--- src/hdl/tree_cfg_pkg.sv ---
// tree shape is fixed here for every router; tree_k must be at least 2 and tree_l at least 2
package tree_cfg_pkg;

    // ========================================
    // tree shape
    // ========================================
    localparam int tree_k = 2;  // children per router, endpoints per leaf
    localparam int tree_l = 3;  // layer 0 = leaves, tree_l-1 = root

    // ========================================
    // derived widths
    // ========================================
    localparam int k_w = (tree_k > 1) ? $clog2(tree_k) : 1;  // one address digit
    localparam int l_w = (tree_l > 1) ? $clog2(tree_l) : 1;  // layer number
    localparam int port_w = $clog2(tree_k + 1);  // ports 0..tree_k, tree_k is up

    // ========================================
    // address and port types
    // ========================================
    // digit i picks the child taken at layer i
    typedef logic [tree_l-1:0][k_w-1:0] addr_t;

    typedef logic [l_w-1:0] level_t;

    typedef logic [port_w-1:0] port_t;  // encoded output port

endpackage

--- src/hdl/flit_pkg.sv ---
// flit layout with a fixed 32 bit payload; the address field follows tree_cfg_pkg
package flit_pkg;

    // ========================================
    // raw flit from the link
    // ========================================
    typedef struct packed {
        logic                head;     // first flit of a packet
        logic                tail;     // last flit, head and tail for single flit
        tree_cfg_pkg::addr_t dest;     // endpoint address, read on head only
        logic [31:0]         payload;
    } flit_t;

    // ========================================
    // route result
    // ========================================
    typedef struct packed {
        tree_cfg_pkg::port_t port;     // output port at this router
        tree_cfg_pkg::port_t lk_port;  // output port at the next router
    } route_t;

    // ========================================
    // flit leaving the port
    // ========================================
    // req has one bit per port except the arrival port
    typedef struct packed {
        flit_t                           flit;
        route_t                          route;
        logic [tree_cfg_pkg::tree_k-1:0] req;
    } routed_flit_t;

endpackage

--- src/hdl/tree_nca_route.sv ---
// level must name a real layer (below tree_l); router digits at or below level are ignored
module tree_nca_route (
    input  tree_cfg_pkg::level_t level,
    input  tree_cfg_pkg::addr_t  router_addr,
    input  tree_cfg_pkg::addr_t  dest,
    output tree_cfg_pkg::port_t  port
);

    logic                        upper_mismatch;  // dest outside this subtree
    logic [tree_cfg_pkg::k_w-1:0] down_digit;

    // ========================================
    // subtree check
    // ========================================
    // digits above the router layer name the subtree the router owns
    always_comb begin
        upper_mismatch = 1'b0;
        for (int i = 0; i < tree_cfg_pkg::tree_l; i++) begin
            if (i > int'(level) && dest[i] != router_addr[i]) begin
                upper_mismatch = 1'b1;
            end
        end
    end

    assign down_digit = dest[level];  // child on the path down

    // ========================================
    // port select
    // ========================================
    // the root has no digits above it, so it never picks the up port
    always_comb begin
        if (upper_mismatch) begin
            port = tree_cfg_pkg::port_t'(tree_cfg_pkg::tree_k);  // up
        end else begin
            port = tree_cfg_pkg::port_t'(down_digit);
        end
    end

endmodule

--- src/hdl/route_stage.sv ---
// body and tail flits reuse the route of the last head; a packet must begin with a head flit
module route_stage #(
    parameter int                  ROUTER_LEVEL = 1,
    parameter tree_cfg_pkg::addr_t ROUTER_POS   = '0
) (
    input  logic             clk,
    input  logic             reset,
    input  flit_pkg::flit_t  in_flit,
    input  logic             in_valid,
    output logic             in_ready,
    output flit_pkg::flit_t  out_flit,
    output flit_pkg::route_t out_route,
    output logic             out_valid,
    input  logic             out_ready
);

    tree_cfg_pkg::port_t  cur_port;
    tree_cfg_pkg::port_t  next_port;
    tree_cfg_pkg::level_t next_level;
    tree_cfg_pkg::addr_t  next_addr;
    logic                 going_up;
    flit_pkg::route_t     head_route;
    flit_pkg::route_t     held_route;  // route of the packet in progress
    flit_pkg::route_t     cur_route;
    logic                 accept;

    // ========================================
    // route at this router
    // ========================================
    tree_nca_route u_cur (
        .level       (tree_cfg_pkg::level_t'(ROUTER_LEVEL)),
        .router_addr (ROUTER_POS),
        .dest        (in_flit.dest),
        .port        (cur_port)
    );

    assign going_up = (cur_port == tree_cfg_pkg::port_t'(tree_cfg_pkg::tree_k));

    // ========================================
    // next router prediction
    // ========================================
    // parent keeps the upper digits, child adds the chosen digit at this layer
    always_comb begin
        next_addr  = ROUTER_POS;
        next_level = tree_cfg_pkg::level_t'(ROUTER_LEVEL);
        if (going_up && ROUTER_LEVEL < tree_cfg_pkg::tree_l - 1) begin
            next_level = tree_cfg_pkg::level_t'(ROUTER_LEVEL + 1);
        end else if (!going_up && ROUTER_LEVEL > 0) begin
            next_level = tree_cfg_pkg::level_t'(ROUTER_LEVEL - 1);
            next_addr[ROUTER_LEVEL] = cur_port[tree_cfg_pkg::k_w-1:0];
        end
    end

    tree_nca_route u_next (
        .level       (next_level),
        .router_addr (next_addr),
        .dest        (in_flit.dest),
        .port        (next_port)
    );

    // a leaf going down hands the flit to an endpoint
    always_comb begin
        head_route.port    = cur_port;
        head_route.lk_port = (ROUTER_LEVEL == 0 && !going_up) ? '0 : next_port;
    end

    assign cur_route = in_flit.head ? head_route : held_route;

    // ========================================
    // stage register
    // ========================================
    assign in_ready = !out_valid || out_ready;
    assign accept   = in_valid && in_ready;

    always_ff @(posedge clk or posedge reset) begin
        if (reset) begin
            out_valid  <= 1'b0;
            held_route <= '0;
        end else begin
            if (in_ready) begin
                out_valid <= in_valid;
            end
            if (accept && in_flit.head) begin
                held_route <= head_route;  // kept for body and tail
            end
        end
    end

    always_ff @(posedge clk) begin
        if (accept) begin
            out_flit  <= in_flit;
            out_route <= cur_route;
        end
    end

endmodule

--- src/hdl/port_mask_stage.sv ---
// IN_PORT must be a port of this router (0..tree_k); the route port is assumed to be in range
module port_mask_stage #(
    parameter int IN_PORT = 0
) (
    input  logic                   clk,
    input  logic                   reset,
    input  flit_pkg::flit_t        in_flit,
    input  flit_pkg::route_t       in_route,
    input  logic                   in_valid,
    output logic                   in_ready,
    output flit_pkg::routed_flit_t out_flit,
    output logic                   out_valid,
    input  logic                   out_ready
);

    localparam int p_all = tree_cfg_pkg::tree_k + 1;

    logic [p_all-1:0]               onehot;  // all ports incl. arrival
    logic [tree_cfg_pkg::tree_k-1:0] req;

    // ========================================
    // decode and strip arrival port
    // ========================================
    always_comb begin
        onehot = '0;
        onehot[in_route.port] = 1'b1;
        for (int i = 0; i < tree_cfg_pkg::tree_k; i++) begin
            req[i] = (i < IN_PORT) ? onehot[i] : onehot[i+1];  // shift above IN_PORT
        end
    end

    // ========================================
    // stage register
    // ========================================
    assign in_ready = !out_valid || out_ready;

    always_ff @(posedge clk or posedge reset) begin
        if (reset) begin
            out_valid <= 1'b0;
        end else if (in_ready) begin
            out_valid <= in_valid;
        end
    end

    always_ff @(posedge clk) begin
        if (in_valid && in_ready) begin
            out_flit.flit  <= in_flit;
            out_flit.route <= in_route;
            out_flit.req   <= req;
        end
    end

endmodule

--- src/hdl/flit_fifo.sv ---
// show-ahead FIFO; a write when full or a read when empty is dropped silently
module flit_fifo #(
    parameter type payload_t = logic,
    parameter int  DEPTH     = 4
) (
    input  logic     clk,
    input  logic     reset,
    input  payload_t wr_data,
    input  logic     wr_en,
    output payload_t rd_data,
    input  logic     rd_en,
    output logic     empty,
    output logic     full
);

    localparam int ptr_w = (DEPTH > 1) ? $clog2(DEPTH) : 1;
    localparam int cnt_w = $clog2(DEPTH + 1);

    payload_t         mem [DEPTH];
    logic [ptr_w-1:0] wr_ptr;
    logic [ptr_w-1:0] rd_ptr;
    logic [cnt_w-1:0] count;
    logic             do_wr;
    logic             do_rd;

    // pointers wrap at DEPTH, which need not be a power of two
    function automatic logic [ptr_w-1:0] next_ptr(input logic [ptr_w-1:0] p);
        return (p == ptr_w'(DEPTH - 1)) ? '0 : p + 1'b1;
    endfunction

    assign empty   = (count == '0);
    assign full    = (count == cnt_w'(DEPTH));
    assign do_wr   = wr_en && !full;
    assign do_rd   = rd_en && !empty;
    assign rd_data = mem[rd_ptr];  // head visible without a read

    always_ff @(posedge clk or posedge reset) begin
        if (reset) begin
            wr_ptr <= '0;
            rd_ptr <= '0;
            count  <= '0;
        end else begin
            if (do_wr) wr_ptr <= next_ptr(wr_ptr);
            if (do_rd) rd_ptr <= next_ptr(rd_ptr);
            case ({do_wr, do_rd})
                2'b10:   count <= count + 1'b1;
                2'b01:   count <= count - 1'b1;
                default: count <= count;  // none or both
            endcase
        end
    end

    always_ff @(posedge clk) begin
        if (do_wr) mem[wr_ptr] <= wr_data;
    end

endmodule

--- src/hdl/credit_sender.sv ---
// downstream must never return more credits than DOWN_CREDITS in total outstanding
module credit_sender #(
    parameter int DOWN_CREDITS = 2
) (
    input  logic                   clk,
    input  logic                   reset,
    input  flit_pkg::routed_flit_t q_data,
    input  logic                   q_empty,
    output logic                   q_pop,
    input  logic                   credit_in,
    output flit_pkg::routed_flit_t flit_out,
    output logic                   flit_out_valid
);

    localparam int cnt_w = $clog2(DOWN_CREDITS + 1);

    logic [cnt_w-1:0] credits;  // free slots downstream
    logic             send;

    // ========================================
    // send gate
    // ========================================
    assign send           = !q_empty && (credits != '0);
    assign q_pop          = send;
    assign flit_out       = q_data;  // queue head straight out
    assign flit_out_valid = send;

    // ========================================
    // credit counter
    // ========================================
    always_ff @(posedge clk or posedge reset) begin
        if (reset) begin
            credits <= cnt_w'(DOWN_CREDITS);
        end else begin
            case ({send, credit_in})
                2'b10:   credits <= credits - 1'b1;
                2'b01:   credits <= credits + 1'b1;
                default: credits <= credits;  // send and return cancel
            endcase
        end
    end

endmodule

--- src/hdl/tree_route_unit.sv ---
// one input port; upstream must start with BUF_DEPTH credits and send only while holding one
module tree_route_unit #(
    parameter int                  ROUTER_LEVEL = 1,
    parameter tree_cfg_pkg::addr_t ROUTER_POS   = '0,
    parameter int                  IN_PORT      = 0,
    parameter int                  BUF_DEPTH    = 4,
    parameter int                  DOWN_CREDITS = 2
) (
    input  logic                   clk,
    input  logic                   reset,
    input  flit_pkg::flit_t        flit_in,
    input  logic                   flit_in_valid,
    output logic                   credit_out,
    output flit_pkg::routed_flit_t flit_out,
    output logic                   flit_out_valid,
    input  logic                   credit_in
);

    flit_pkg::flit_t        in_head;
    logic                   in_empty;
    logic                   in_full;
    logic                   in_pop;
    flit_pkg::flit_t        rs_flit;
    flit_pkg::route_t       rs_route;
    logic                   rs_in_ready;
    logic                   rs_valid;
    logic                   ms_in_ready;
    flit_pkg::routed_flit_t ms_flit;
    logic                   ms_valid;
    flit_pkg::routed_flit_t oq_data;
    logic                   oq_empty;
    logic                   oq_full;
    logic                   oq_pop;

    // ========================================
    // input buffer
    // ========================================
    flit_fifo #(.payload_t(flit_pkg::flit_t), .DEPTH(BUF_DEPTH)) u_in_buf (
        .clk(clk), .reset(reset),
        .wr_data(flit_in), .wr_en(flit_in_valid && !in_full),
        .rd_data(in_head), .rd_en(in_pop),
        .empty(in_empty), .full(in_full)
    );

    assign in_pop     = !in_empty && rs_in_ready;
    assign credit_out = in_pop;  // slot freed upstream

    // ========================================
    // route and mask stages
    // ========================================
    route_stage #(.ROUTER_LEVEL(ROUTER_LEVEL), .ROUTER_POS(ROUTER_POS)) u_route (
        .clk(clk), .reset(reset),
        .in_flit(in_head), .in_valid(!in_empty), .in_ready(rs_in_ready),
        .out_flit(rs_flit), .out_route(rs_route),
        .out_valid(rs_valid), .out_ready(ms_in_ready)
    );

    port_mask_stage #(.IN_PORT(IN_PORT)) u_mask (
        .clk(clk), .reset(reset),
        .in_flit(rs_flit), .in_route(rs_route),
        .in_valid(rs_valid), .in_ready(ms_in_ready),
        .out_flit(ms_flit), .out_valid(ms_valid), .out_ready(!oq_full)
    );

    // ========================================
    // output queue and credit gate
    // ========================================
    flit_fifo #(.payload_t(flit_pkg::routed_flit_t), .DEPTH(BUF_DEPTH)) u_out_q (
        .clk(clk), .reset(reset),
        .wr_data(ms_flit), .wr_en(ms_valid && !oq_full),
        .rd_data(oq_data), .rd_en(oq_pop),
        .empty(oq_empty), .full(oq_full)
    );

    credit_sender #(.DOWN_CREDITS(DOWN_CREDITS)) u_credit (
        .clk(clk), .reset(reset),
        .q_data(oq_data), .q_empty(oq_empty), .q_pop(oq_pop),
        .credit_in(credit_in),
        .flit_out(flit_out), .flit_out_valid(flit_out_valid)
    );

endmodule

--- config.mk ---
export PLATFORM = sky130hd
export DESIGN_NAME = tree_route_unit
export DESIGN_NICKNAME = d
export VERILOG_FILES = /design/src/hdl/tree_cfg_pkg.sv /design/src/hdl/flit_pkg.sv /design/src/hdl/tree_nca_route.sv /design/src/hdl/route_stage.sv /design/src/hdl/port_mask_stage.sv /design/src/hdl/flit_fifo.sv /design/src/hdl/credit_sender.sv /design/src/hdl/tree_route_unit.sv
export SDC_FILE = /design/constraint.sdc
export NUM_CORES = 1
export LEC_CHECK = 0
export ABC_AREA = 1
export ABC_CLOCK_PERIOD_IN_PS = 3000
export BUFFER_PORTS_ARGS = -buffer_cell sky130_fd_sc_hd__buf_2
export CAP_MARGIN = 40
export CORE_MARGIN = 4
export CORE_UTILIZATION = 40
export DETAILED_ROUTE_END_ITERATION = 10
export SLEW_MARGIN = 10
export SYNTH_ARGS = -nofsm -noshare
export SYNTH_HDL_FRONTEND = slang
export SYNTH_HIERARCHICAL = 1
export SYNTH_SLANG_ARGS = --single-unit
--- constraint.sdc ---
create_clock -name clk -period 3 [get_ports clk]
set_input_delay 0.3 -clock clk [delete_from_list [all_inputs] [get_ports clk]]
set_output_delay 0.3 -clock clk [all_outputs]
set_load 0.005 [all_outputs]
==> key figures <==
Power
  – Int Power: about 15 mW
  – Sw frac: around a third
  – Comb power frac: 29.8%
  – Clock network power share: between 20 and 25%
  – LEAKAGE: 7.82 nW
  – Part of the power in registers: 47.8%
  – PD cells: ~1100 nW/µm²
  – Max VDD drop: roughly 600 µV
  – Sw Pwr: about 7.4 mW

Worst hold path
  – HP Class: primary input to register

Clocking
  – Post-CTS Setup Repair Bufs: 0
  – Post-cts gate resize count: 0
  – CTS tree: done
  – H-tree depth: 2
  – Clk root buf: clkbuf_16
  – Clock Latency Late Sink: approximately 0.54 ns
  – CTS clk-pin slew, worst paths: 0.06 ns
  – # hold bufs at CTS: 38
  – Clk buf depth: 3
  – CTS buffer count: 41
  – CTS sink count: 426

Timing
  – Fmax: around 400 MHz
  – Endpoints failing setup: 0
  – Final period utilization: ~83%
  – Hold Fails Final Rpt: 0
  – Least-Margin Pin Slew: 0.612 ns
  – Fin Clk Skew: 0.00993 ns
  – Final Hold Slack: 0.110 ns
  – RSZ-0062 raised after global routing: false
  – Slew Limit Fails: 0
  – Slew margin rel.: between 50% and 60%
  – Setup TNS: 0 ns
  – Minimum clock period: 2.50 ns

Detailed routing
  – Avg Vias per Cell: 4.62
  – Post-Route WL: approximately 30,000 µm
  – Remaining antenna violation count after routing: 0
  – DRT iter0 DRCs: 592
  – Vias after detailed routing: 9,154
  – Drt first pass iters: 5
  – DRC: 0
  – Routed wire per std cell: approximately 15 µm

Synthesis
  – Sequential share of the synthesized area: 73.7%
  – Ys Warns: 6
  – Cells after synthesis: ~1,300
  – Mapped cell area: about 17,000 µm²
  – #FFs+latches synth: between 400 and 500
  – Syn avg cell area: approximately 13 µm²
  – Yosys cell types: 26

Die
  – Initial core utilization: 40.8%
  – Die H: 215 µm
  – Top Ports: 86
  – Die X: approximately 220 µm
  – Rows: 75
  – Core ar.: approximately 42,000 µm²
  – Die area: between 40,000 and 50,000 µm²

GRT
  – Vias in the first global route: approximately 9,000
  – Initial antenna violation count: 3
  – First-pass GRT wire length: approximately 49,000 µm
  – Grt total ovfl: 0
  – Total Routing Usage GR: 13.2%
  – Largest net degree at the start of global routing: 85

Finish
  – Nets: between 1,000 and 1,500
  – Layout cells sized above 1: ~14%
  – Area Overhead vs Synth: 14.8%
  – Filler Cells Inserted: 3,686
  – Multi-input logic area: between 3000 and 4000 µm²
  – Sequential Area: approximately 13,000 µm²

Setup path
  – Crit end category: register
  – Critical path, cell by cell: inv_1, nand3_1, inv_1, inv_1, inv_1, nand2_1, inv_1, nand2_4, inv_1, nor2_2, nand2_1, inv_1, ha_1, inv_1, fa_1, o21ai_0
  – Critical path class: register to register
  – Req. time, crit path: around 3.5 ns
  – Startpoint Class: register
  – Critical path data arrival time: 2.95 ns
  – Crit path largest cell delay: ~0.40 ns
  – Critical path's most frequent cell: inv_1
  – Max FO, Critical Path: 7
  – Critical-path top delay cell: fa_1

Outcome
  – Outcome: completed

Placement
  – Post-DP HPWL: 18,600 µm
  – GPL Wtd Cong: 0.734
  – Port Buf Inserts: between 80 and 90

Job
  – Max-Cap Viols: 0
-- synthesized netlist by cell type (all sizes together) --
cell type / number / share of area [%]
o21ai: 5 / 0.15
fa: 2 / 0.23
nor2: 25 / 0.59
nand2: 307 / 6.8
buf: 97 / 4.1
nand3: 20 / 0.70
dfrtp: 21 / 3.1
edfxtp: 404 / 70
inv: 229 / 5.0
o21bai: 1 / 0.044
xnor2: 3 / 0.15
clkbuf: 3 / 0.065
conb: 2 / 0.044
ha: 13 / 0.94
dfstp: 1 / 0.15
a21oi: 5 / 0.15
nand4: 7 / 0.25
o211ai: 160 / 7.2
-- power groups by stage --
stage	logic, mW	clock network (mW)	registers (mW)
6_report	6.65	5.01	10.7
2_1_floorplan	5.26	0	10.5
3_3_place_gp	6.63	0	10.8
3_5_place_dp	6.80	0	10.8
5_1_grt	7.61	5.43	10.9
4_1_cts	6.85	5.18	10.7
-- layer usage --
layer | global-route usage [%] | routed length, µm | share of wire (%) | vias up
met1 | 17.9 | 14200 | 47 | 4333
met2 | 21.4 | 14000 | 46 | 159
met3 | 2.87 | 1370 | 4.5 | 50
li1 | - | - | - | 4612
met4 | 4.12 | 680 | 2.2 | 0
met5 | 0 | 0 | 0 | -
-- cell type report --
type	instances	share of cell area (%)
sequential	426	64.2
multi-input combinational	563	15.7
timing repair buffer	145	5.65
clock buffer	49	5.56
inverter	229	4.35
tap	539	3.41
clock inverter	27	1.15
antenna	3	0.0380
-- state kept, by name, indices dropped and copies added, names as in the netlist --
register,flops
u_out_q/mem,172
u_out_q/count,3
u_mask/out_valid,1
u_in_buf/wr_ptr,2
u_route/out_valid,1
u_credit/credits,2
u_out_q/wr_ptr,2
u_route/out_flit,37
u_in_buf/rd_ptr,2
u_route/held_route,4
u_route/out_route,4
u_in_buf/mem,148
u_mask/out_flit,43
u_in_buf/count,3
u_out_q/rd_ptr,2
-- path summary, 6_finish.rpt --
kind / startpoint / cells after the start / slack (ns) / end
min in group asynchronous: reset / 3 / 0.21 / u_mask/out_valid$_DFFE_PP0P_
max reg2reg: u_out_q/count[0]$_DFFE_PP0P_ / 16 / 0.50 / u_in_buf/count[1]$_DFFE_PP0P_
min reg2reg: u_route/out_flit[11]$_DFFE_PP_ / 0 / 0.42 / u_mask/out_flit[17]$_DFFE_PP_
max: u_out_q/count[0]$_DFFE_PP0P_ / 16 / 0.50 / u_in_buf/count[1]$_DFFE_PP0P_
max in group asynchronous: reset / 3 / 2.43 / u_out_q/rd_ptr[0]$_DFFE_PP0P_
min: credit_in / 3 / 0.11 / u_credit/credits[0]$_DFFE_PP0P_
-- stage by stage --
| step | std cells | util [%] | power (mW) | setup slack [ns] | cell area (µm²) |
|---|---|---|---|---|---|
| global placement | 1863 | 42.7 | 17.4 | 0.614 | 18000 |
| finish | 1981 | 46.8 | 22.4 | 0.498 | 19800 |
| CTS | 1978 | 46.8 | 22.7 | 0.474 | 19800 |
| detailed placement | 1864 | 42.8 | 17.6 | 0.471 | 18100 |
| floorplan | 1318 | - | 15.8 | -0.157 | 17300 |
| global route | 1981 | 46.8 | 24.0 | 0.159 | 19800 |
-- cell usage in the layout, fill, tap and decap left out, types with 8 or more instances in the layout --
cell / instances
o211ai_1: 153
nor2_1: 14
edfxtp_1: 404
inv_1: 226
nor2_4: 8
clkbuf_16: 43
buf_12: 10
ha_1: 13
dlygate4sd3_1: 38
buf_4: 11
conb_1: 15
nand3_1: 16
dfrtp_1: 19
nand2_1: 303
clkinv_1: 13
buf_2: 85
-- cell families after synthesis --
family	count (synthesis)	share of synthesized area, %
DFF	426	73.7
and+or+nand+nor	359	8.32
buffers and inverters	329	9.11
AOI/OAI and AO/OA	171	7.52
adders and majority gates	15	1.18
xor gates and xnor gates	3	0.153
other	2	0.0436
-- worst max-delay path, delay by kind of cell (launching register included) --
family | cells | cell delay, ns
adders and majority gates | 2 | 0.59
buffers and inverters | 8 | 0.77
DFF | 1 | 0.39
and+or+nand+nor | 5 | 0.47
AOI/OAI and AO/OA | 1 | 0.17
(Power assumes the default switching activity.)
